### src/rtl/unaligned_mem_pkg.sv
package unaligned_mem_pkg;

    // data, mask and address words are all this wide
    localparam int data_width = 32;
    // byte position inside one memory word
    localparam int byte_off_width = 2;
    localparam int word_idx_width = data_width - byte_off_width;

    // mask value that selects every bit of a word
    localparam logic [data_width-1:0] full_mask = '1;

    // byte address, seen either whole or split at the word boundary
    typedef union packed {
        logic [data_width-1:0] raw;
        struct packed {
            logic [word_idx_width-1:0] index;
            logic [byte_off_width-1:0] offset;
        } split;
    } word_addr_t;

    // sequencer states
    typedef enum logic [3:0] {
        // waiting for a requester command
        idle,
        // first memory access goes out here
        wait_ready,
        // one spare cycle before cmd_ready returns
        done,
        // read command, first and second word
        rd_first,
        rd_second,
        // read phase in front of a write
        wr_rd_first,
        wr_rd_second,
        // merged words go back to memory
        wr_low,
        wr_high
    } seq_state_t;

endpackage

### src/rtl/mem_if.sv
interface mem_if import unaligned_mem_pkg::*; ();

    // request side, from the sequencer
    logic                  cmd_start;
    logic                  cmd_write;
    // always word aligned
    word_addr_t            addr;
    logic [data_width-1:0] wdata;

    // response side, from the word memory
    logic                  cmd_ready;
    logic [data_width-1:0] rdata;
    logic                  rdata_valid;

    modport sequencer (
        output cmd_start, cmd_write, addr, wdata,
        input  cmd_ready, rdata, rdata_valid
    );

    modport memory (
        input  cmd_start, cmd_write, addr, wdata,
        output cmd_ready, rdata, rdata_valid
    );

endinterface

### src/rtl/access_sequencer.sv
module access_sequencer import unaligned_mem_pkg::*; (
    input  logic                      clk,
    input  logic                      rst_n,
    // requester side
    input  logic                      cmd_start,
    input  logic                      cmd_write,
    output logic                      cmd_ready,
    input  logic [data_width-1:0]     addr,
    input  logic [data_width-1:0]     wdata,
    input  logic [data_width-1:0]     wmask,
    output logic [data_width-1:0]     rdata,
    output logic                      rdata_valid,
    // word memory port
    mem_if.sequencer                  mem,
    // to and from the aligner and merger
    output logic [byte_off_width-1:0] offset,
    output logic [data_width-1:0]     wdata_saved,
    output logic [data_width-1:0]     wmask_saved,
    output logic [data_width-1:0]     word_first,
    output logic [data_width-1:0]     word_second,
    input  logic [data_width-1:0]     read_word,
    input  logic [data_width-1:0]     merged_low,
    input  logic [data_width-1:0]     merged_high
);

    seq_state_t state;
    seq_state_t state_next;
    logic       cmd_write_q;
    word_addr_t addr_q;
    logic [data_width-1:0] second_q;
    word_addr_t base_addr;
    word_addr_t next_addr;
    logic       aligned;
    logic       full_path;
    logic       take_cmd;

    assign offset    = addr_q.split.offset;
    assign aligned   = addr_q.split.offset == '0;
    // single blind write, no read before it
    assign full_path = cmd_write_q && aligned && wmask_saved == full_mask;
    assign cmd_ready = state == idle;
    assign take_cmd  = cmd_ready && cmd_start;

    // aligned address of the word holding the first byte, and the one after
    always_comb begin
        base_addr.split.index  = addr_q.split.index;
        base_addr.split.offset = '0;
        next_addr.split.index  = addr_q.split.index + 1'b1;
        next_addr.split.offset = '0;
    end

    // writes merge with the stored second word, reads use it live
    assign word_second = cmd_write_q ? second_q : mem.rdata;

    // memory requests, one per issue state
    assign mem.cmd_start = mem.cmd_ready && state inside
        {wait_ready, rd_second, wr_rd_second, wr_low, wr_high};
    assign mem.cmd_write = (state == wait_ready && full_path)
                         || state == wr_low || state == wr_high;
    assign mem.addr  = (state inside {rd_second, wr_rd_second, wr_high}) ? next_addr : base_addr;
    // with a full mask merged_low is just the write data
    assign mem.wdata = (state == wr_high) ? merged_high : merged_low;

    // aligned reads come straight from memory
    assign rdata       = (state == rd_first) ? mem.rdata : read_word;
    assign rdata_valid = mem.rdata_valid
                       && ((state == rd_first && aligned) || state == rd_second);

    always_comb begin
        state_next = state;
        case (state)
            idle:
                if (cmd_start) state_next = wait_ready;
            wait_ready:
                if (mem.cmd_ready) begin
                    if (!cmd_write_q) state_next = rd_first;
                    else if (full_path) state_next = done;
                    else state_next = wr_rd_first;
                end
            rd_first:
                if (mem.rdata_valid) state_next = aligned ? done : rd_second;
            // issue goes out on the first cycle, data comes on the next
            rd_second:
                if (mem.rdata_valid) state_next = done;
            wr_rd_first:
                if (mem.rdata_valid) state_next = aligned ? wr_low : wr_rd_second;
            wr_rd_second:
                if (mem.rdata_valid) state_next = wr_low;
            wr_low:
                if (mem.cmd_ready) state_next = aligned ? done : wr_high;
            wr_high:
                if (mem.cmd_ready) state_next = done;
            default:
                state_next = idle;
        endcase
    end

    always_ff @(posedge clk or negedge rst_n) begin
        if (!rst_n) begin
            state       <= idle;
            cmd_write_q <= 1'b0;
        end else begin
            state <= state_next;
            if (take_cmd) cmd_write_q <= cmd_write;
        end
    end

    // command payload and captured read words
    always_ff @(posedge clk) begin
        if (take_cmd) begin
            addr_q.raw  <= addr;
            wdata_saved <= wdata;
            wmask_saved <= wmask;
        end
        if (mem.rdata_valid && state inside {rd_first, wr_rd_first}) word_first <= mem.rdata;
        if (mem.rdata_valid && state == wr_rd_second) second_q <= mem.rdata;
    end

    // every memory read is answered while the FSM waits in a capturing state
    assert property (@(posedge clk) disable iff (!rst_n)
        mem.cmd_start && !mem.cmd_write |=> mem.rdata_valid
            && state inside {rd_first, rd_second, wr_rd_first, wr_rd_second})
        else $error("access_sequencer: memory read not answered in a read state");

    // read result belongs to a read command, which finishes next cycle
    assert property (@(posedge clk) disable iff (!rst_n)
        rdata_valid |=> state == done && !cmd_write_q)
        else $error("access_sequencer: stray rdata_valid");

    // requester waits for cmd_ready
    assert property (@(posedge clk) disable iff (!rst_n) cmd_start |-> cmd_ready)
        else $error("access_sequencer: cmd_start while busy");

endmodule

### src/flat_wrapper.sv
// flat-port wrapper written by rule: the top's interface ports become plain ports
module access_sequencer_flat import unaligned_mem_pkg::*;
  (clk, rst_n, cmd_start, cmd_write, cmd_ready, addr, wdata, wmask, rdata, rdata_valid, offset, wdata_saved, wmask_saved, word_first, word_second, read_word, merged_low, merged_high, mem_cmd_start, mem_cmd_write, mem_addr, mem_wdata, mem_cmd_ready, mem_rdata, mem_rdata_valid);
  mem_if mem_i ();
  input  logic clk;
  input  logic rst_n;
  input  logic cmd_start;
  input  logic cmd_write;
  output logic cmd_ready;
  input  logic [data_width-1:0] addr;
  input  logic [data_width-1:0] wdata;
  input  logic [data_width-1:0] wmask;
  output logic [data_width-1:0] rdata;
  output logic rdata_valid;
  output logic [byte_off_width-1:0] offset;
  output logic [data_width-1:0] wdata_saved;
  output logic [data_width-1:0] wmask_saved;
  output logic [data_width-1:0] word_first;
  output logic [data_width-1:0] word_second;
  input  logic [data_width-1:0] read_word;
  input  logic [data_width-1:0] merged_low;
  input  logic [data_width-1:0] merged_high;
  output wire logic [$bits(mem_i.cmd_start)-1:0] mem_cmd_start;
  output wire logic [$bits(mem_i.cmd_write)-1:0] mem_cmd_write;
  output wire logic [$bits(mem_i.addr)-1:0] mem_addr;
  output wire logic [$bits(mem_i.wdata)-1:0] mem_wdata;
  input wire logic [$bits(mem_i.cmd_ready)-1:0] mem_cmd_ready;
  input wire logic [$bits(mem_i.rdata)-1:0] mem_rdata;
  input wire logic [$bits(mem_i.rdata_valid)-1:0] mem_rdata_valid;
  assign mem_cmd_start = mem_i.cmd_start;
  assign mem_cmd_write = mem_i.cmd_write;
  assign mem_addr = mem_i.addr;
  assign mem_wdata = mem_i.wdata;
  assign mem_i.cmd_ready = mem_cmd_ready;
  assign mem_i.rdata = mem_rdata;
  assign mem_i.rdata_valid = mem_rdata_valid;
  access_sequencer u_core (.clk(clk), .rst_n(rst_n), .cmd_start(cmd_start), .cmd_write(cmd_write), .cmd_ready(cmd_ready), .addr(addr), .wdata(wdata), .wmask(wmask), .rdata(rdata), .rdata_valid(rdata_valid), .mem(mem_i), .offset(offset), .wdata_saved(wdata_saved), .wmask_saved(wmask_saved), .word_first(word_first), .word_second(word_second), .read_word(read_word), .merged_low(merged_low), .merged_high(merged_high));
endmodule
### config.mk
export PLATFORM = sky130hd
export DESIGN_NAME = access_sequencer_flat
export DESIGN_NICKNAME = d
export VERILOG_FILES = /design/src/rtl/unaligned_mem_pkg.sv /design/src/rtl/mem_if.sv /design/src/rtl/access_sequencer.sv /design/src/flat_wrapper.sv
export SDC_FILE = /design/constraint.sdc
export NUM_CORES = 1
export LEC_CHECK = 0
export ABC_AREA = 1
export ABC_CLOCK_PERIOD_IN_PS = 17520
export BUFFER_PORTS_ARGS = -buffer_cell sky130_fd_sc_hd__buf_2
export CORE_AREA = 2 2 178 180
export CTS_BUF_LIST = sky130_fd_sc_hd__clkbuf_16
export CTS_CLUSTER_DIAMETER = 80
export DETAILED_ROUTE_END_ITERATION = 16
export DIE_AREA = 0 0 180 182
export SLEW_MARGIN = 15
export SYNTH_ARGS = -nofsm -noshare
export SYNTH_HDL_FRONTEND = slang
export SYNTH_SLANG_ARGS = --single-unit
### constraint.sdc
create_clock -name clk -period 17.52 [get_ports clk]
set_input_delay 1.752 -clock clk [delete_from_list [all_inputs] [get_ports clk]]
set_output_delay 1.752 -clock clk [all_outputs]
set_load 0.01 [all_outputs]
==> flow_metrics.tcl <==
set metrics [dict create \
    min_path_type "reg -> reg" \
    cts_hold_buf 0 \
    cts_made_buffers 17 \
    endpoint "mem_addr[9]" \
    synth_compound_gate_area_share 0.0545 \
    synth-seq-area-share 0.646 \
    fin_crit_ns 4.20 \
    crit_path_top_delay_cell "dfrtp_1" \
    grt_max_degree 71 \
    final.setup_skew_ns 0.0145 \
    post-dp-hpwl_um 19600 \
    synth-edff-count 160 \
    outcome "finished clean" \
    start_util 0.246 \
    tns_ns 0 \
    fp.dieW_um 180 \
    critPathMaxFanout 38 \
    power_density_mw_per_mm2 126 \
    worst-r2r-setup-slack_ns 14.43 \
    clk_latency_ns 0.43 \
    r2r_end "u_core.addr_q[9]" \
    synth_xor_area_frac 0.0207 \
    ioPinCount 460 \
    final_cell_mix "buf_2, nand2_1, edfxtp_1" \
    setup_viol 0 \
    rr_worst_depth 4 \
    grt_pass1_wl_um 37300 \
    cp_cell_sequence "nor2_2 > nand3_2 > buf_4 > nand2_4 > nand2_1 > nor3_1 > xor2_1 > buf_2" \
    peakVddDrop_uv 60.2 \
    ant_nets 0 \
    htree_levels 4 \
    dpl_cell_area_mm2 0.0103 \
    vias_per_cell 4.29 \
    synth_top_family_by_area "simple AND/OR/NAND/NOR gates" \
    core_mm2 0.0310 \
    gr-total-overflow 0 \
    max-cap-violations 0 \
    detailroute.via_count 7018 \
    wire_per_inst_um 15.3 \
    fillers 3201 \
    firstDrtPassIters 4 \
    fmax_mhz 238 \
    syn-cell-area_mm2 0.00763 \
    finalPower_w 0.00139 \
    drt_iter0_markers 340 \
    cts_tree "yes" \
    drc 0 \
    synth_cell_types 34 \
    leakage_nw 5.14 \
    yosys.area_share.simple 0.224 \
    cp.arrival_ns 2.45 \
    mostFrequentLayoutCell "buf_2" \
    dieHeight_um 182 \
    path_class "reg -> out" \
    track_usage 0.147 \
    post_cts_buffers 0 \
    ys_ff_latch 165 \
    hold_viol_final 0 \
    synthArstFlopShare 0.0303 \
    yosysWarnings 0 \
    cp-end-kind "output pin" \
    start_kind "flop" \
    synth_area_per_cell_um2 9.99 \
    rows 65 \
    cts_root_buffer "clkbuf_16" \
    yosys_most_used_dff "edfxtp_1" \
    place.gp.congestion 0.859 \
    netlist_instances 763 \
    layout-drive-gt1-share 0.423 \
    startpoint "u_core.state[1]" \
    fin_crit_sh 0.240 \
    fin_nets 1449 \
    design_area_mm2 0.0110 \
    r2r_start "u_core.state[3]" \
    grt_antenna_before_repair 2 \
    io_buffers 457 \
    cts_sinks 165 \
    drt_wl_total_um 24900 \
    cts_resized 0 \
    tightest_slew_ns 1.13 \
    cpPeakStageDelay_ns 0.45 \
    clk_path_buf_depth 2 \
    grt_pass1_vias 6749 \
    synthAdderAreaFrac 0.00164 \
    clk_pin_slew_ns 0.06 \
    grt_setup_unrepaired "no" \
    maxSlewHeadroom 0.244 \
    die_area_mm2 0.0328 \
    layout-area-overhead-vs-synth_pct 44.2 \
    cp.required_ns 15.77 \
    drv_slew 0 \
    synth_mux_area_frac 0.00148 \
]
## where the power goes
part | switching [W] | internal (W)
logic | 0.000291 | 0.000151
registers | 0.0000371 | 0.000516
clock network | 0.000167 | 0.000228
total | 0.000495 | 0.000896
## worst min-delay path by stage
stage / slack (ns) / end / start / depth (start not counted)
floorplan: 0.53 / u_core.state[2] / u_core.state[2] / 2
global placement: 0.55 / u_core.state[2] / u_core.state[2] / 2
detailed placement: 0.58 / u_core.state[2] / u_core.state[2] / 2
CTS: 0.59 / u_core.state[2] / u_core.state[2] / 2
global route: 0.64 / u_core.state[2] / u_core.state[2] / 2
finish: 0.60 / u_core.state[2] / u_core.state[2] / 2
## area by class of cell
| class | instances | area [um2] | share of cell area |
|---|---|---|---|
| clock inverter | 14 | 188 | 0.0171 |
| multi-input combinational | 503 | 2340 | 0.213 |
| clock buffer | 17 | 425 | 0.0387 |
| sequential | 165 | 4930 | 0.449 |
| tap | 402 | 503 | 0.0457 |
| timing repair buffer | 462 | 2340 | 0.213 |
| inverter | 69 | 259 | 0.0236 |
| antenna | 2 | 5.00 | 0.000455 |
## metal layers
metal | GRT usage | part of all wire | up-vias
li1 | - | - | 3434
met1 | 0.182 | 0.41 | 3242
met2 | 0.251 | 0.50 | 323
met3 | 0.0381 | 0.074 | 19
met4 | 0.0504 | 0.018 | 0
met5 | 0 | 0 | -
## logic make-up after synthesis
kind of cell / Yosys count
compound gates: 82
xor+xnor: 18
fa+ha+maj: 1
buf+inv: 96
flops: 165
mux: 1
other cells: 1
simple gates: 399
## critical path, delay by kind of cell, from the launching register on
kind	cells	cell delay [ns]
xor gates and xnor gates	1	0.17
and+or+nand+nor	5	0.97
DFF	1	0.45
buffers and inverters	2	0.43
## cell usage after synthesis (2+ instances only)
library cell    n  area (um2)
a21oi_1         3        15.0
buf_2           6        30.0
buf_4           6        45.0
clkbuf_1       15        56.3
dfrtp_1         5         125
edfxtp_1      160        4800
inv_1          67         251
inv_2           2        7.51
nand2_1       290        1090
nand2_2         3        18.8
nand2_4         2        22.5
nand3_1        21         105
nand3_4         2        35.0
nand3b_1        6        45.0
nand4_1         8        50.1
nor2_1         44         165
nor2_2          5        31.3
nor2_4          3        33.8
nor3_1          9        45.0
nor3_4          2        32.5
o21ai_0        75         375
xnor2_1         2        17.5
xor2_1         16         140
## stage by stage
stage,util,hold WS (ns),setup WS (ns),cells
floorplan,-,0.525,10.95,764
global placement,0.334,0.554,13.38,1600
detailed placement,0.334,0.580,13.36,1600
CTS,0.354,0.595,13.26,1631
global route,0.355,0.640,13.13,1634
finish,0.355,0.596,13.32,1634
## sequential cells by signal (all words and copies together) (netlist names)
| signal | count |
|---|---|
| u_core.addr_q | 32 |
| u_core.cmd_write_q | 1 |
| u_core.second_q | 32 |
| u_core.wdata_saved | 32 |
| u_core.state | 4 |
| u_core.word_first | 32 |
| u_core.wmask_saved | 32 |
No activity file was read; power rests on OpenSTA's default activity.
