$ cat src/rtl/unaligned_mem_pkg.sv
package unaligned_mem_pkg;

    // data, mask and address words are all this wide
    localparam int data_width = 32;
    // byte position inside one memory word
    localparam int byte_off_width = 2;
    localparam int word_idx_width = data_width - byte_off_width;

    // mask value that selects every bit of a word
    localparam logic [data_width-1:0] full_mask = '1;

    // byte address, seen either whole or split at the word boundary
    typedef union packed {
        logic [data_width-1:0] raw;
        struct packed {
            logic [word_idx_width-1:0] index;
            logic [byte_off_width-1:0] offset;
        } split;
    } word_addr_t;

    // sequencer states
    typedef enum logic [3:0] {
        // waiting for a requester command
        idle,
        // first memory access goes out here
        wait_ready,
        // one spare cycle before cmd_ready returns
        done,
        // read command, first and second word
        rd_first,
        rd_second,
        // read phase in front of a write
        wr_rd_first,
        wr_rd_second,
        // merged words go back to memory
        wr_low,
        wr_high
    } seq_state_t;

endpackage

$ cat src/rtl/read_aligner.sv
module read_aligner import unaligned_mem_pkg::*; (
    input  logic [byte_off_width-1:0] offset,
    input  logic [data_width-1:0]     word_first,
    input  logic [data_width-1:0]     word_second,
    output logic [data_width-1:0]     read_word
);

    // two consecutive words seen as one little-endian byte stream
    logic [2*data_width-1:0] word_pair;
    logic [2*data_width-1:0] pair_shifted;
    logic [byte_off_width+2:0] shift_bits;

    // byte offset turned into a bit count
    assign shift_bits = {offset, 3'b000};

    // second word sits above the first, as in memory order
    assign word_pair = {word_second, word_first};

    // drop the bytes below the requested address
    //   offset 1: {second[7:0],  first[31:8]}
    //   offset 2: {second[15:0], first[31:16]}
    //   offset 3: {second[23:0], first[31:24]}
    // offset 0 leaves the first word as it is
    assign pair_shifted = word_pair >> shift_bits;

    // only the low word is the result
    assign read_word = pair_shifted[data_width-1:0];

endmodule

$ cat config.mk
export PLATFORM = sky130hd
export DESIGN_NAME = read_aligner
export DESIGN_NICKNAME = d
export VERILOG_FILES = /design/src/rtl/unaligned_mem_pkg.sv /design/src/rtl/read_aligner.sv
export SDC_FILE = /design/constraint.sdc
export NUM_CORES = 1
export LEC_CHECK = 0
export ABC_AREA = 1
export BUFFER_PORTS_ARGS = -buffer_cell sky130_fd_sc_hd__buf_2
export CORE_MARGIN = 8
export CORE_UTILIZATION = 40
export DETAILED_ROUTE_END_ITERATION = 16
export PLACE_DENSITY_LB_ADDON = 0.08
export SYNTH_ARGS = -nofsm -noshare
export SYNTH_HDL_FRONTEND = slang
export SYNTH_SLANG_ARGS = --single-unit
$ cat constraint.sdc
create_clock -name vclk -period 1.3
set_input_delay 0.26 -clock vclk [all_inputs]
set_output_delay 0.26 -clock vclk [all_outputs]
set_load 0.05 [all_outputs]
==> results of run 1 <==
[cell type report]
class	count	area [um2]
multi-input cells	192	916
repair buffers	102	915
fillers	249	613
inverters	58	228
well taps	31	38.8
[Yosys cell counts]
cell        n
clkbuf_1    4
inv_2       1
inv_1      57
buf_6       1
buf_4       4
buf_2       8
nand2_1   128
nand3_1    64
[routing by layer]
metal  up-vias  share of wire, %  GRT usage [%]
li1        971                 -              -
met1       750                41           19.7
met2        69                48           34.0
met3         0                11           3.39
met4         0                 0              0
met5         -                 0              0
[kinds of logic after synthesis]
| kind of cell | Yosys count | share of synthesized area (%) |
|---|---|---|
| simple gates | 192 | 71.8 |
| buf+inv | 75 | 28.2 |
[how the worst max path moves through the flow]
stage / start / end / slack (ns) / cells after the start
floorplan: offset[1] / read_word[16] / 0.04 / 4
global placement: offset[0] / read_word[15] / -0.12 / 7
detailed placement: offset[0] / read_word[0] / -0.12 / 7
CTS: offset[1] / read_word[12] / 0.003 / 6
global route: offset[1] / read_word[0] / -0.003 / 5
finish: offset[1] / read_word[0] / 0.04 / 5
[per-stage QoR]
| stage | utilization, % | worst slack (ns) |
|---|---|---|
| finish | 77.4 | 0.0394 |
| global route | 77.4 | -0.00322 |
| CTS | 75.9 | 0.00289 |
| detailed placement | 62.7 | -0.123 |
| global placement | 62.7 | -0.119 |
| floorplan | - | 0.0367 |
[where the power goes]
| part | internal (mW) | switching, mW |
|---|---|---|
| clock | 0 | 0 |
| combinational | 0.466 | 0.704 |
| sequential | 0 | 0 |
| total | 0.466 | 0.704 |
[timing repair]
item                                    CTS  global route
cloned                                    2             1
setup buffers                             1             0
endpoints found under the setup margin   32            28
gates resized for setup                  89            12
pin swaps                                15             3
==> summary.txt, run 1 <==
Global routing
  – Vias in the first global route: roughly 1700
  – GRT Overall Usage: around 17%
  – Initial antenna violation count: 0
  – Total grt overflow: 0
  – Largest net degree at the start of global routing: 27
  – First-pass GRT wire length: ~6800 um

Worst hold path
  – Hold depth: 6
  – Hold Path Origin: word_first[1]
  – Worst Hold Class: input port to output port
  – Hold path endpoint: read_word[1]

Cells and area
  – Antenna diodes: 0
  – Most common cell after layout, fill and taps aside: nand2_1
  – Fin cells: between 300 and 400
  – CLK BUF: 0
  – Layout area overhead: 88.1%
  – Layout cells sized above 1: 40.9%
  – Register Area: 0 um2
  – Most frequent cells in the layout: 94 x nand2_1, 58 x nand3_1, 57 x buf_2, 56 x inv_1, 34 x nand2_2
  – FF+latch count: 0
  – Finished Cell Area: ~0.0021 mm2
  – Net count, final: 420

Critical path
  – CP endpoint kind: output port
  – Largest stage delay, worst path: approximately 0.23 ns
  – Critical path class: input port to output port
  – WP buf/inv: 3
  – Crit-path leading delay family: buffers and inverters
  – CP max FO: 16
  – CP Data Required Time: about 1.0 ns
  – Critical-path cell list: buf_2 -> buf_4 -> nand3_1 -> nand2_2 -> buf_8
  – Worst EP arrival: 1.00 ns
  – Slowest cell on the critical path: buf_4
  – Startpoint type of the worst setup path: input port

Power and ir drop
  – Static Leak: 1.34 nW
  – PD cells: ~560 mW/mm2
  – Peak VDD IR: about 0.4 mV
  – Final Power: 1.17 mW

Timing
  – Achievable frequency: 793 MHz
  – Final min period: about 1.3 ns
  – Total negative setup slack: 0 ns
  – Fin. Hold Viols: 0
  – Final setup viols: 0
  – Max-slew violations: 0
  – Final worst path period share: 97.0%
  – Final hold slack: between 0.9 and 1 ns
  – Worst slew pin tran: about 0.18 ns
  – Worst slew margin: around 88%

Place
  – GP Congestion: around 0.82
  – Final HPWL DP: 3030 um
  – Placement-stage cell area: around 0.0017 mm2
  – I/O Buffers: 90
  – DP Cell Count: 380

Floorplanning
  – Die area: ~0.0047 mm2
  – Num rows: 19
  – Die Y: 68.8 um
  – Initial Util: a little over 40%
  – Die W: around 69 um
  – IO Pins: a little under 100
  – Core Area: around 0.0027 mm2

Routing
  – Drt pass-1 iters: 4
  – Antenna-violating nets left: 0
  – Via Count: around 1800
  – Detailed Route WL: around 4300 um
  – # DRC: 0
  – Post-DR vias/cell: approximately 4.7
  – Routed len/inst: roughly 11 um
  – 1st-iter DRT viols: roughly 110

Synthesis
  – Area contributors post-synth: nand2_1 43%, nand3_1 29%, inv_1 19%
  – YS warnings: 0
  – Syn avg cell area: between 4 and 5 um2
  – Sequential element share of the synthesized area: 0%
  – Synthesized area: ~0.0011 mm2
  – Synth Instances: 267
  – Dominant cell type by area after synthesis: nand2_1
  – Syn nets: 333
  – Yosys cell types: 8
  – Area fraction of the dominant cell type after synthesis: between 40% and 50%

Clock tree
  – Hold Buf Count CTS: 0

Flow run
  – MaxCap Viol Count: 0

Outcome
  – Outcome: finished clean
Power figures use the tool's default switching activity.
==> run 2: changes to the inputs <==
- PLACE_DENSITY_LB_ADDON: 0.08 -> 0.1
==> run 2 against run 1 <==
  * First-iteration DRC count shrank 31%
  * Wire length shrank 3.5%
  * Fmax shrank 0.55%
  * Setup slack lost 0.0070 ns
  * Sequential share of layout area is the same
  * Via count grew 0.89%
  * Combinational power shrank 7%
  * Critical path type unchanged
  * Critical endpoint is now read_word[4]
  * Largest cell class unchanged
  * Largest power group unchanged
==> summary.txt, run 2 (synthesis gave the netlist of run 1 again) <==
Critical path
  – CP Data Required Time: 1.04 ns (about the same)
  – Worst EP arrival: 1.01 ns (about the same)
  – Critical path class: input port to output port
  – CP max FO: 8 (-8)
  – CP endpoint kind: output port
  – Startpoint type of the worst setup path: input port

Floorplanning
  – Num rows: 19 (unchanged)
  – Die area: 0.00473 mm2 (unchanged)
  – Die Y: 68.8 um (unchanged)
  – Initial Util: 41.1% (unchanged)
  – Core Area: 0.00271 mm2 (unchanged)
  – IO Pins: 98 (unchanged)
  – Die W: 68.8 um (unchanged)

Clock tree
  – Setup bufs post-CTS: 0 (-1)
  – Hold Buf Count CTS: 0 (unchanged)

Outcome
  – Outcome: finished clean

Routing
  – Post-DR vias/cell: 4.68 (+0.11%)
  – 1st-iter DRT viols: 74 (-31%)
  – Antenna-violating nets left: 0 (unchanged)
  – Drt pass-1 iters: 4 (unchanged)
  – Routed len/inst: 10.8 um (-4.3%)
  – Detailed Route WL: 4180 um (-3.5%)
  – Via Count: 1806 (+0.89%)
  – # DRC: 0 (unchanged)

Global routing
  – Vias in the first global route: 1610 (-6.1%)
  – Total grt overflow: 0 (unchanged)
  – GRT Overall Usage: 16.1% (-1.2 points)
  – Largest net degree at the start of global routing: 29 (+7.4%)
  – Initial antenna violation count: 0 (unchanged)
  – First-pass GRT wire length: 6440 um (-5.9%)

Timing
  – Achievable frequency: 789 MHz (-0.55%)
  – Final min period: 1.27 ns (+0.00698 ns)
  – Worst slew pin tran: 0.204 ns (+0.0241 ns)
  – Worst slew margin: 86.4% (-1.6 points)
  – Final worst path period share: 97.5% (+0.54 points)
  – Final setup viols: 0 (unchanged)
  – Max-slew violations: 0 (unchanged)
  – Fin. Hold Viols: 0 (unchanged)

Power and ir drop
  – Peak VDD IR: 0.386 mV (-3.9%)
  – Final Power: 1.09 mW (-7.2%)
  – Static Leak: 1.30 nW (-3.1%)
  – PD cells: 554 mW/mm2 (-0.79%)

Place
  – I/O Buffers: 90 (unchanged)
  – Final HPWL DP: 3100 um (+2.2%)
  – GP Congestion: 0.824 (+0.18%)

Cells and area
  – Antenna diodes: 0 (unchanged)
  – Layout area overhead: 75.9%
  – CLK BUF: 0 (unchanged)
  – Fillers: 274 (+10%)
  – Most frequent cells in the layout: 98 x nand2_1, 64 x nand3_1, 57 x buf_2, 56 x inv_1, 30 x nand2_2
  – Layout cells sized above 1: 38.6% (-2.3 points)
  – Net count, final: 423 (+0.71%)
  – Post-layout util: 72.3% (-5.0 points)
  – Most common cell after layout, fill and taps aside: nand2_1
  – FF+latch count: 0 (unchanged)
  – Register Area: 0 um2 (unchanged)

Flow run
  – MaxCap Viol Count: 0 (unchanged)

Worst hold path
  – Worst Hold Class: input port to output port
## run 2: cell count changes in the layout (fill, tap and decap cells not counted), moves of 3 or more
cell / change
buf_8: -15
buf_4: +11
buf_6: +9
nand3_1: +6
nand3_2: -6
nand2_1: +4
nand2_2: -4
buf_12: -3
## run 2: what timing repair did
item	in CTS	in global routing
gates resized for setup	41	28
setup endpoints to repair	32	31
hold endpoints to repair	0	0
gates cloned	1	2
## run 2: critical path, stage by stage
cell	delay, ns
buf_6	0.12
inv_8	0.06
clkbuf_16	0.16
nand2_1	0.08
nand3_1	0.07
nand2_1	0.07
buf_4	0.19
## run 2: per-layer routing
metal / GRT usage [%] / vias up / wire [um]
li1: - / 974 / -
met1: 19.1 / 771 / 1690
met2: 30.2 / 61 / 2000
met3: 3.88 / 0 / 488
met4: 0 / 0 / 0
met5: 0 / - / 0
## run 2: area by class of cell
class | count | area [um2] | area share, %
multi-input cells | 192 | 876 | 44.7
repair buffers | 105 | 821 | 41.9
inverters | 58 | 225 | 11.5
well taps | 31 | 38.8 | 1.98
## run 2: per-stage QoR
step                      setup slack, ns  cells  cell area (um2)  hold WS [ns]  setup TNS [ns]
final                              0.0324    386             1960         0.965               0
after global placement             -0.104    383             1700         0.992           -2.91
after CTS                        0.000576    384             1830         0.968               0
after detailed placement           -0.108    383             1700          1.00           -2.93
after global routing              -0.0165    386             1960         0.996         -0.0182
after floorplan                    0.0367    267             1190         0.832               0
## run 2: worst paths after layout
check	slack, ns	to	depth (start not counted)	startpoint
worst max-delay path	0.03	read_word[4]	7	offset[0]
worst min-delay path	0.96	read_word[5]	6	word_first[5]
## run 2: report_power, final
part / switching (mW) / internal (mW) / leakage (nW) / total, mW
sequential: 0 / 0 / 0 / 0
clock: 0 / 0 / 0 / 0
combinational: 0.678 / 0.407 / 1.30 / 1.09
==> run 3: changes to the inputs <==
- BUFFER_PORTS_ARGS: -buffer_cell sky130_fd_sc_hd__buf_2 -> default
- CORE_UTILIZATION: 40 -> 61
- DONT_BUFFER_PORTS: default -> 1
- TNS_END_PERCENT: default -> 50
- clock period: 1.3 -> 1.07 ns (I/O delays scaled with it)
==> run 3 against run 2 <==
  * Clock-buffer cell count stayed put
  * Utilization is 10 points higher
  * Setup slack better by 0.011 ns
  * Die area is 27% lower
  * Sequential share of layout area stayed put
  * Highest routed layer is now met4
  * Power is 7.2% lower
  * Largest cell class unchanged
  * Worst hold slack worse by 0.31 ns
  * Sequential cell count stayed put
==> summary.txt, run 3 (synthesis gave the netlist of run 1 again) <==
Outcome
  – Outcome: finished clean

Cells and area
  – Net count, final: 328 (-22%)
  – Fillers: 144 (-47%)
  – Post-layout util: 82.7% (+10 points)
  – Register Area: 0 um2 (unchanged)
  – Most frequent cells in the layout: 97 x nand2_1, 64 x nand3_1, 56 x inv_1, 26 x nand2_4, 5 x nand2_2
  – Layout cells sized above 1: 16.5% (-22 points)
  – FF+latch count: 0 (unchanged)
  – Layout area overhead: 28.1%
  – Most common cell after layout, fill and taps aside: nand2_1
  – Multi-input logic area: 0.00101 mm2 (+15%)
  – CLK BUF: 0 (unchanged)
  – Antenna diodes: 0 (unchanged)

Place
  – DP Worst Slack: 0.00427 ns (+0.113 ns)
  – I/O Buffers: 0 (-100%)
  – Final HPWL DP: 2620 um (-16%)
  – GP Congestion: 0.785 (-4.7%)

Timing
  – Achievable frequency: 974 MHz
  – Fin. Hold Viols: 0 (unchanged)
  – Final min period: between 1 and 1.5 ns
  – Final worst slack: 0.0433 ns (+0.0108 ns)
  – Worst slew margin: 81.5% (-4.8 points)
  – Final hold slack: 0.658 ns (-0.306 ns)
  – Final worst path period share: a little over nine tenths
  – Final setup viols: 0 (unchanged)
  – RSZ-0062 raised after global routing: false
  – Max-slew violations: 0 (unchanged)
  – Worst slew pin tran: 0.276 ns (+0.0714 ns)

Worst hold path
  – Worst Hold Class: input port to output port

Routing
  – Drt pass-1 iters: 4 (unchanged)
  – Routed len/inst: 12.3 um (+13%)
  – Post-DR vias/cell: 5.13 (+9.6%)
  – Antenna-violating nets left: 0 (unchanged)
  – Detailed Route WL: 3500 um (-16%)
  – 1st-iter DRT viols: 84 (+14%)
  – Via Count: 1462 (-19%)
  – # DRC: 0 (unchanged)

Floorplanning
  – Core Area: 0.00173 mm2 (-36%)
  – Num rows: 15 (-4)
  – IO Pins: 98 (unchanged)
  – Initial Util: 64.6% (+23 points)
  – Die area: 0.00345 mm2 (-27%)
  – Die W: 58.8 um (-15%)
  – Die Y: 58.8 um (-15%)

Global routing
  – Initial antenna violation count: 0 (unchanged)
  – GRT Overall Usage: 16.7% (+0.59 points)
  – Largest net degree at the start of global routing: 50 (+72%)
  – First-pass GRT wire length: 5000 um (-22%)
  – Vias in the first global route: 1246 (-23%)
  – Total grt overflow: 0 (unchanged)

Critical path
  – CP max FO: 49 (+41)
  – Critical-path cell list: inv_4 -> clkbuf_16 -> nand2_1 -> nand3_1 -> nand2_4
  – Slowest cell on the critical path: clkbuf_16
  – CP endpoint kind: output port
  – Worst EP arrival: 0.81 ns (-0.20 ns)
  – Startpoint type of the worst setup path: input port
  – Crit-path leading delay family: simple AND/OR/NAND/NOR gates
  – WP buf/inv: 2 (-2)
  – Largest stage delay, worst path: 0.18 ns (about the same)
  – Critical path class: input port to output port
  – CP Data Required Time: 0.86 ns (-0.18 ns)

Power and ir drop
  – Static Leak: 0.916 nW (-30%)
  – PD cells: 706 mW/mm2 (+27%)
  – Peak VDD IR: 0.483 mV (+25%)

Flow run
  – MaxCap Viol Count: 0 (unchanged)

Clock tree
  – Hold Buf Count CTS: 0 (unchanged)
## run 3: power breakdown
part           switching (mW)  internal, mW
combinational           0.749         0.259
sequential                  0             0
clock                       0             0
## run 3: metrics by stage
stage | cell area (um2) | setup TNS, ns | total power, mW | std cells
after floorplan | 1310 | -1.90 | 0.910 | 267
after global placement | 1350 | 0 | 0.970 | 283
after detailed placement | 1350 | 0 | 0.977 | 283
after CTS | 1350 | 0 | 0.979 | 283
after global routing | 1430 | 0 | 1.07 | 285
final | 1430 | 0 | 1.01 | 285
## run 3: worst paths after layout
check	start	to	slack, ns	cells past startpoint
max	offset[0]	read_word[22]	0.04	5
min	offset[1]	read_word[1]	0.66	2
## run 3: timing repair
| item | in CTS | in global routing |
|---|---|---|
| setup endpoints to repair | 0 | 19 |
| setup buffers | 0 | 0 |
| gates resized for setup | 0 | 6 |
## run 3: layout make-up
class,instances,area share (%)
multi-input combinational,192,70.6
tap,25,2.19
inverter,58,15.7
timing repair buffer,10,11.5
## run 3: routing by layer
layer  global-route usage, %  wire length, um  share of wire [%]
met1                    19.9             1520                 43
met2                    29.1             1600                 46
met3                    6.30              354                 10
met4                       0               27               0.77
met5                       0                0                  0
