===== config.mk =====
export PLATFORM = sky130hd
export DESIGN_NAME = write_merger
export DESIGN_NICKNAME = d
export VERILOG_FILES = /design/src/rtl/unaligned_mem_pkg.sv /design/src/rtl/write_merger.sv
export SDC_FILE = /design/constraint.sdc
export NUM_CORES = 1
export LEC_CHECK = 0
export BUFFER_PORTS_ARGS = -buffer_cell sky130_fd_sc_hd__buf_4
export CORE_MARGIN = 4
export CORE_UTILIZATION = 40
export DETAILED_ROUTE_END_ITERATION = 10
export GPL_TIMING_DRIVEN = 0
export PLACE_DENSITY = 0.89
export SLEW_MARGIN = 25
export SYNTH_ARGS = -nofsm -noshare
export SYNTH_HDL_FRONTEND = slang
export SYNTH_SLANG_ARGS = --single-unit

===== constraint.sdc =====
create_clock -name vclk -period 2.86
set_input_delay 0.429 -clock vclk [all_inputs]
set_output_delay 0.429 -clock vclk [all_outputs]
set_load 0.01 [all_outputs]

===== src/rtl/unaligned_mem_pkg.sv =====
package unaligned_mem_pkg;

    // data, mask and address words are all this wide
    localparam int data_width = 32;
    // byte position inside one memory word
    localparam int byte_off_width = 2;
    localparam int word_idx_width = data_width - byte_off_width;

    // mask value that selects every bit of a word
    localparam logic [data_width-1:0] full_mask = '1;

    // byte address, seen either whole or split at the word boundary
    typedef union packed {
        logic [data_width-1:0] raw;
        struct packed {
            logic [word_idx_width-1:0] index;
            logic [byte_off_width-1:0] offset;
        } split;
    } word_addr_t;

    // sequencer states
    typedef enum logic [3:0] {
        // waiting for a requester command
        idle,
        // first memory access goes out here
        wait_ready,
        // one spare cycle before cmd_ready returns
        done,
        // read command, first and second word
        rd_first,
        rd_second,
        // read phase in front of a write
        wr_rd_first,
        wr_rd_second,
        // merged words go back to memory
        wr_low,
        wr_high
    } seq_state_t;

endpackage


===== src/rtl/write_merger.sv =====
module write_merger import unaligned_mem_pkg::*; (
    input  logic [byte_off_width-1:0] offset,
    input  logic [data_width-1:0]     wdata,
    input  logic [data_width-1:0]     wmask,
    input  logic [data_width-1:0]     word_first,
    input  logic [data_width-1:0]     word_second,
    output logic [data_width-1:0]     merged_low,
    output logic [data_width-1:0]     merged_high
);

    logic [byte_off_width+2:0] shift_bits;
    // data and mask moved up to their byte lane across two words
    logic [2*data_width-1:0]   data_wide;
    logic [2*data_width-1:0]   mask_wide;
    logic [data_width-1:0]     mask_low;
    logic [data_width-1:0]     mask_high;

    assign shift_bits = {offset, 3'b000};

    // zero extend, then shift by the byte offset
    assign data_wide = {{data_width{1'b0}}, wdata} << shift_bits;
    assign mask_wide = {{data_width{1'b0}}, wmask} << shift_bits;

    // low half covers the bytes at and above the offset
    assign mask_low  = mask_wide[data_width-1:0];
    // high half only holds bytes that spill past the word end
    assign mask_high = mask_wide[2*data_width-1:data_width];

    // masked bits take new data, the rest keep the old word
    assign merged_low  = (word_first & ~mask_low)
                       | (data_wide[data_width-1:0] & mask_low);

    // for offset 0 mask_high is all zero so the second word passes unchanged
    assign merged_high = (word_second & ~mask_high)
                       | (data_wide[2*data_width-1:data_width] & mask_high);

endmodule


==> results of run 1 <==
==> cells in the mapped netlist <==
library cell | n | area share [%]
a22o_1 | 8 | 3.1
a22oi_1 | 13 | 4.4
a22oi_2 | 3 | 1.7
and2_1 | 1 | 0.28
and2b_1 | 1 | 0.34
buf_12 | 1 | 0.90
buf_2 | 5 | 1.1
buf_4 | 9 | 3.0
buf_6 | 9 | 4.6
buf_8 | 2 | 1.3
clkbuf_1 | 1 | 0.17
inv_1 | 9 | 1.5
mux2_1 | 1 | 0.51
mux2_2 | 57 | 29
mux2_4 | 7 | 4.7
mux2i_1 | 69 | 31
mux2i_2 | 1 | 0.62
nand2_1 | 16 | 2.7
nor2_1 | 9 | 1.5
nor2_2 | 1 | 0.28
nor2b_1 | 1 | 0.28
o21ai_0 | 7 | 1.6
o2bb2ai_1 | 8 | 3.1
o31ai_1 | 7 | 2.4
==> worst max-delay path, stage by stage <==
cell and delay [ns]:
buf_6 0.13, buf_6 0.16, inv_1 0.13, clkbuf_1 0.55, o21ai_0 0.19, o31ai_1 0.11
buf_4 0.17
==> kinds of logic after synthesis <==
kind of cell,count (synthesis)
simple gates,29
buf+inv,36
mux,135
compound gates,46
==> through the flow <==
stage | setup WS (ns) | util, % | area [um2] | std cells | hold slack, ns
after global placement | 0.590 | 70.7 | 3700 | 501 | 1.04
after detailed placement | 0.572 | 70.7 | 3700 | 501 | 1.04
after CTS | 0.567 | 70.7 | 3700 | 501 | 1.04
after global routing | 0.411 | 70.7 | 3700 | 501 | 1.04
after floorplan | 0.937 | - | 2230 | 246 | 0.950
final | 0.558 | 70.7 | 3700 | 501 | 1.04
==> cell usage in the layout (no fill, tap or decap) <==
master,synthesis,layout
o21ai_0,7,7
a22oi_1,13,13
buf_2,5,5
and2_1,1,1
mux2_1,1,1
buf_12,1,1
buf_4,9,194
mux2i_2,1,1
and2b_1,1,1
nor2_1,9,9
nor2_2,1,1
mux2_2,57,57
nand2_1,16,16
o2bb2ai_1,8,8
a22o_1,8,8
mux2i_1,69,69
nor2b_1,1,1
mux2_4,7,7
buf_8,2,2
buf_6,9,9
o31ai_1,7,7
a22oi_2,3,3
clkbuf_1,1,1
inv_1,9,9
==> power by group through the flow <==
stage | clock (mW) | combinational [mW] | sequential, mW
5_1_grt | 0 | 0.723 | 0
4_1_cts | 0 | 0.677 | 0
2_1_floorplan | 0 | 0.335 | 0
6_report | 0 | 0.678 | 0
3_3_place_gp | 0 | 0.661 | 0
3_5_place_dp | 0 | 0.675 | 0
==> layer usage <==
| metal | up-vias | global-route usage (%) | routed length, um |
|---|---|---|---|
| met4 | 0 | 7.19 | 172 |
| met3 | 21 | 4.88 | 825 |
| met2 | 155 | 53.2 | 5130 |
| li1 | 1304 | - | - |
| met5 | - | 0 | 0 |
| met1 | 1334 | 29.1 | 3760 |
==> worst paths after layout <==
path              end  depth (start not counted)       startpoint  slack [ns]
min   merged_high[29]                          2  word_second[29]        1.04
max   merged_high[14]                          7        offset[1]        0.56
==> cell type report <==
cell class / count / area (um2)
Multi-Input combinational cell: 210 / 1950
Fill cell: 427 / 1530
Timing Repair Buffer: 185 / 1390
Buffer: 27 / 248
Tap cell: 70 / 87.6
Inverter: 9 / 33.8
==> key figures, run 1 <==
Drt
  – Via count: 2,814
  – Drt total wl: 9890 um
  – DRT iter0 DRCs: 78
  – Drt pass-1 iters: 4
  – DR DRC count: 0
  – Avg WL per Cell: 19.7 um
  – ANT nets after route: 0
  – DR vias/cell: 5.62

Floorplanning
  – # IOs: 194
  – Initial Utilization: 42.5%
  – Rows: 26
  – Core area: 5240 um2
  – Die Width: 82.6 um
  – Die area: 6830 um2
  – DIE HEIGHT: 82.6 um

Timing
  – Slew Viols, Final: 0
  – Setup-failing EPs final: 0
  – TNS Setup: 0 ns
  – Crit path time final: 2.30 ns
  – Worst-margin pin slew: 0.678 ns
  – Post-route clock period utilization: 80.5%
  – FMAX: 434 MHz
  – Slew margin rel.: 54.8%
  – Endpoints failing hold: 0
  – RSZ-0062 raised after global routing: no

Power and ir drop
  – NetSw: 0.289 mW
  – Sequential fraction of design power: 0%
  – Power Density: 183 nW/um2
  – Max VDD drop: 0.0961 mV
  – Leakage Power: 1.93 nW
  – Gate power share: 100.0%
  – Switching share of power: 42.6%
  – Tot Pwr: 0.678 mW
  – Clock Power Share: 0%
  – Internal power: 0.389 mW

Yosys
  – Register area share after synthesis: 0%
  – Main combinational cell family by area after synthesis: multiplexers
  – Cells after Synth: 246
  – YS warnings: 0
  – Post-synthesis compound-gate area fraction: 16.3%
  – Synth Area in Adders: 0%
  – Count of cell types in the netlist: 24
  – Post-synthesis simple-gate area fraction: 5.39%
  – Synth Area in XOR/XNOR: 0%
  – Syn_area_per_cell: 9.05 um2
  – Synthesized area: 2230 um2
  – Syn nets: 376
  – Mux cell area share after synthesis: 65.7%

Finish
  – Area Growth Syn to Fin: 66.3%
  – FF+latch count: 0
  – Nets: 563
  – N_diodes: 0
  – Layout cells sized above 1: 65.0%
  – Seq. cell area: 0 um2
  – Clock buffer cells: 0

Placement
  – Port Buf Inserts: 185
  – DP Wirelength: 7850 um
  – Routability cong.: 0.860

Flow run
  – Max-cap viol count: 0

Setup path
  – Required time of the critical path: 2.43 ns
  – CP arrival: 1.87 ns
  – Setup CP Type: primary input to output port
  – CP Max Fanout: 10
  – CP startpoint kind: primary input
  – Crit. End Element: output port

Clock network
  – Post_cts resized: 0
  – Hold-fix buffer count after cts: 0
  – Post-CTS setup buffers: 0

Status
  – Outcome: complete, no violations

Global routing
  – Gr usage total: 27.1%
  – Total congestion overflow: 0
  – Largest net degree at the start of global routing: 11
  – Antenna violations before repair: 0
  – Vias in the first global route: 2,997
  – First-pass GRT wire length: 14,300 um

Min path
  – Worst hold path type: primary input to output port
Power figures use the tool's default switching activity.
==> inputs of run 2 (changes only) <==
--- a/config.mk
+++ b/config.mk
@@ -5,12 +5,13 @@
 export SDC_FILE = /design/constraint.sdc
 export NUM_CORES = 1
 export LEC_CHECK = 0
+export ABC_AREA = 1
 export BUFFER_PORTS_ARGS = -buffer_cell sky130_fd_sc_hd__buf_4
 export CORE_MARGIN = 4
-export CORE_UTILIZATION = 40
+export CORE_UTILIZATION = 37
 export DETAILED_ROUTE_END_ITERATION = 10
 export GPL_TIMING_DRIVEN = 0
-export PLACE_DENSITY = 0.89
+export PLACE_DENSITY = 0.85
 export SLEW_MARGIN = 25
 export SYNTH_ARGS = -nofsm -noshare
 export SYNTH_HDL_FRONTEND = slang
==> constraint.sdc (replaced) <==
create_clock -name vclk -period 2.1
set_input_delay 0.315 -clock vclk [all_inputs]
set_output_delay 0.315 -clock vclk [all_outputs]
set_load 0.01 [all_outputs]
==> key figures, run 2 <==
Status
  – Outcome: complete, no violations

Finish
  – Most common cell after layout, fill and taps aside: nand2_1
  – Nets: 864
  – Final design utilization: 63.6%
  – FF+latch count: 0
  – Cell area after layout: 3830 um2
  – N_diodes: 0
  – Layout cells sized above 1: 30.6%
  – Final Non-Filler Cells: 807
  – Seq. cell area: 0 um2
  – Clock buffer cells: 0
  – Area Growth Syn to Fin: 63.6%
  – Commonest cells after routing, fill and taps aside: 304 x nand2_1, 201 x buf_4, 104 x nand3_1

Drt
  – Top Metal Used: met4
  – ANT nets after route: 0
  – DR vias/cell: 5.45
  – Metal-1 WL: 4800 um
  – DRT iter0 DRCs: 389
  – Avg WL per Cell: 16.2 um
  – Met2 Wirelength: 6230 um
  – Drt total wl: 13,100 um
  – Drt pass-1 iters: 5
  – DR DRC count: 0
  – Via count: 4,398
  – Met3 routed WL: 1690 um

Global routing
  – Vias in the first global route: 4,047
  – First-pass GRT wire length: 19,200 um
  – Largest net degree at the start of global routing: 11
  – Total congestion overflow: 0
  – Antenna violations before repair: 0
  – Gr usage total: 31.4%

Min path
  – Min-Delay Startpoint: word_second[27]
  – Worst hold path type: primary input to output port

Power and ir drop
  – Power Density: 249 nW/um2
  – Leakage Power: 2.47 nW
  – Max VDD drop: 0.138 mV
  – Tot Pwr: 0.957 mW

Yosys
  – Syn nets: 676
  – Post-synth top cells: 304 x nand2_1, 104 x nand3_1, 48 x inv_1, 18 x buf_2, 18 x o21ai_0
  – Count of cell types in the netlist: 12
  – YS warnings: 0
  – Syn_area_per_cell: 4.29 um2
  – Cells after Synth: 546
  – Post-synth top area cell: nand2_1
  – Register area share after synthesis: 0%
  – Synthesized area: 2340 um2
  – Synth top area share: 48.7%
  – Synth top area cells: nand2_1 49%, nand3_1 22%, inv_1 7.7%
  – Count leader, synth: nand2_1

Timing
  – Crit path time final: 1.99 ns
  – Final worst setup slack: 0.110 ns
  – Slew margin rel.: 52.7%
  – Worst-margin pin slew: 0.710 ns
  – Post-route clock period utilization: 94.8%
  – Endpoints failing hold: 0
  – FMAX: 502 MHz
  – Setup-failing EPs final: 0
  – TNS Setup: 0 ns
  – Slew Viols, Final: 0
  – RSZ-0062 raised after global routing: no
  – Hold_ws: 0.807 ns

Setup path
  – Crit. End Element: output port
  – Setup CP Type: primary input to output port
  – CP Max Fanout: 10
  – Critical path startpoint: offset[1]
  – CP arrival: 1.68 ns
  – Required time of the critical path: 1.78 ns
  – CP startpoint kind: primary input

Floorplanning
  – DIE HEIGHT: 87.6 um
  – Die Width: 87.6 um
  – Die area: 7670 um2
  – Initial Utilization: 38.9%
  – # IOs: 194
  – Rows: 28
  – Core area: 6030 um2

Placement
  – Inst Count DP: 807
  – Area of placed instances: 3830 um2
  – Routability cong.: 0.894
  – Port Buf Inserts: 186
  – Dpl ws: 0.114 ns
  – DP Wirelength: 9740 um

Flow run
  – Max-cap viol count: 0

Clock network
  – Hold-fix buffer count after cts: 0
-- run 2: cell types whose count changed in the layout (fill, tap and decap cells not counted), moves of 13 or more --
cell     delta
a22oi_1    -13
nand4_1    +16
nand2_1   +288
o21ai_1    +14
nand3_1   +104
mux2i_1    -69
inv_1      +39
mux2_2     -57
buf_2      +13
-- run 2: repair_timing --
| item | 4_1_cts | 5_1_grt |
|---|---|---|
| gates resized for setup | 0 | 1 |
| buffers inserted | 0 | 0 |
| hold endpoints to repair | 0 | 0 |
| setup endpoints to repair | 0 | 3 |
-- run 2: logic make-up after synthesis --
kind of cell / count (synthesis) / share of synthesized area, %
simple gates: 426 / 75.7
buf+inv: 88 / 17.5
compound gates: 32 / 6.83
-- run 2: critical path, cell delays in order --
cell and delay, ns:
buf_4 0.12, inv_2 0.15, clkbuf_1 0.57, nand3_1 0.20, o21ai_1 0.18, buf_4 0.14
-- run 2: final cells by class --
type | instances | area [um2]
inverters | 50 | 188
multi-input cells | 458 | 1930
well taps | 75 | 93.8
plain buffers | 38 | 223
fillers | 646 | 2190
repair buffers | 186 | 1400
-- run 2: final timing paths --
| check | cells after the start | end |
|---|---|---|
| min | 2 | merged_high[27] |
| max | 6 | merged_low[11] |
-- run 2: report_power, final --
part           leakage, nW  total [mW]  switching [mW]  internal (mW)
Sequential               0           0               0              0
Combinational         2.47       0.957           0.514          0.443
Clock                    0           0               0              0
Total                 2.47       0.957           0.514          0.443
-- run 2: metal layers --
metal	GRT usage, %	vias to the layer above
met4	10.9	0
met5	0	-
met3	3.29	48
met2	57.7	321
li1	-	2106
met1	37.6	1923
==> inputs of run 3 (changes only) <==
--- a/config.mk
+++ b/config.mk
@@ -8,10 +8,10 @@
 export ABC_AREA = 1
 export BUFFER_PORTS_ARGS = -buffer_cell sky130_fd_sc_hd__buf_4
 export CORE_MARGIN = 4
-export CORE_UTILIZATION = 37
+export CORE_UTILIZATION = 40
 export DETAILED_ROUTE_END_ITERATION = 10
 export GPL_TIMING_DRIVEN = 0
-export PLACE_DENSITY = 0.85
+export PLACE_DENSITY = 0.88
 export SLEW_MARGIN = 25
 export SYNTH_ARGS = -nofsm -noshare
 export SYNTH_HDL_FRONTEND = slang
==> constraint.sdc (replaced) <==
create_clock -name vclk -period 2.53
set_input_delay 0.3795 -clock vclk [all_inputs]
set_output_delay 0.3795 -clock vclk [all_outputs]
set_load 0.01 [all_outputs]
==> key figures, run 3 (synthesized netlist as in run 2, its figures left out) <==
Min path
  – Worst hold path type: primary input to output port
  – Hold depth: 2

Status
  – Outcome: complete, no violations

Finish
  – Nets: 864
  – Clock buffer cells: 0
  – Area Growth Syn to Fin: 63.4%
  – Most common cell after layout, fill and taps aside: nand2_1
  – Commonest cells after routing, fill and taps aside: 304 x nand2_1, 201 x buf_4, 104 x nand3_1
  – Seq. cell area: 0 um2
  – FF+latch count: 0
  – Filler instances: 543
  – Layout cells sized above 1: 30.5%
  – Cell area after layout: 3830 um2
  – N_diodes: 0

Placement
  – DP Wirelength: 9420 um
  – Port Buf Inserts: 186
  – Area of placed instances: 3830 um2
  – Routability cong.: 0.952

Drt
  – Avg WL per Cell: 15.7 um
  – Drt total wl: 12,600 um
  – ANT nets after route: 0
  – DRT iter0 DRCs: 441
  – Via count: 4,472
  – DR vias/cell: 5.56
  – DR DRC count: 0
  – Drt pass-1 iters: 6

Global routing
  – First-pass GRT wire length: 19,200 um
  – Grt met1 use: 36.5%
  – Grt met3 use: 6.97%
  – Met2 GRT Util: 57.5%
  – Top Usage Layer GRT: met2
  – Gr usage total: 32.5%
  – Total congestion overflow: 0
  – Antenna violations before repair: 0
  – Largest net degree at the start of global routing: 11
  – Vias in the first global route: 4,141

Timing
  – TNS Setup: 0 ns
  – Endpoints failing hold: 0
  – Worst-margin pin slew: 0.768 ns
  – FMAX: 468 MHz
  – Slew margin rel.: 48.8%
  – RSZ-0062 raised after global routing: no
  – Crit path time final: 2.14 ns
  – Setup-failing EPs final: 0
  – Slew Viols, Final: 0
  – Post-route clock period utilization: 84.4%

Floorplanning
  – Die Width: 84.5 um
  – # IOs: 194
  – Die area: 7150 um2
  – Core area: 5610 um2
  – Rows: 27
  – Initial Utilization: 41.8%
  – DIE HEIGHT: 84.5 um

Flow run
  – Max-cap viol count: 0

Power and ir drop
  – Power Density: 206 nW/um2
  – Max VDD drop: 0.116 mV
  – Leakage Power: 2.46 nW

Clock network
  – Post_cts resized: 0
  – Hold-fix buffer count after cts: 0
  – Post-CTS setup buffers: 0

Setup path
  – Crit. End Element: output port
  – Setup CP Type: primary input to output port
  – CP Max Fanout: 10
  – CP startpoint kind: primary input
  – Required time of the critical path: 2.15 ns
  – CP arrival: 1.76 ns
-- run 3: changes by cell type in the layout (fill, tap and decap cells not counted), sizes merged --
| cell | delta |
|---|---|
| buf | +1 |
| clkbuf | -1 |
-- run 3: final timing paths --
kind	startpoint	endpoint	slack [ns]
worst max-delay path	offset[1]	merged_low[24]	0.39
worst min-delay path	word_second[24]	merged_high[24]	0.94
-- run 3: layout make-up --
cell class	instances	area [um2]	share of cell area [%]
buffer	38	221	5.78
multi-input combinational	458	1930	50.5
timing repair buffer	186	1400	36.5
inverter	50	188	4.90
tap	72	90.1	2.35
-- run 3: critical path, stage by stage --
cell     delay (ns)
buf_4          0.11
inv_2          0.12
buf_1          0.61
nand2_1        0.18
nand2_1        0.12
nand2_1        0.05
nand2_1        0.06
buf_4          0.11
-- run 3: power by group --
part / switching, mW / internal (mW) / total [mW]
logic: 0.423 / 0.367 / 0.790
clock network: 0 / 0 / 0
registers: 0 / 0 / 0
-- run 3: per-stage QoR --
stage | utilization (%) | std cells | hold slack [ns] | setup slack, ns | power (mW)
final | 68.3 | 804 | 0.936 | 0.395 | 0.790
after global routing | 68.3 | 804 | 0.938 | 0.346 | 0.856
after CTS | 68.3 | 804 | 0.937 | 0.474 | 0.777
after detailed placement | 68.3 | 804 | 0.937 | 0.480 | 0.774
after global placement | 68.3 | 804 | 0.937 | 0.481 | 0.767
after floorplan | - | 546 | 0.851 | 1.04 | 0.374
-- run 3: per-layer routing --
metal | wire (um) | share of wire (%) | vias to the layer above
met4 | 662 | 5.2 | 0
met5 | 0 | 0 | -
met1 | 4300 | 34 | 1896
met3 | 1900 | 15 | 83
li1 | - | - | 2106
met2 | 5780 | 46 | 387
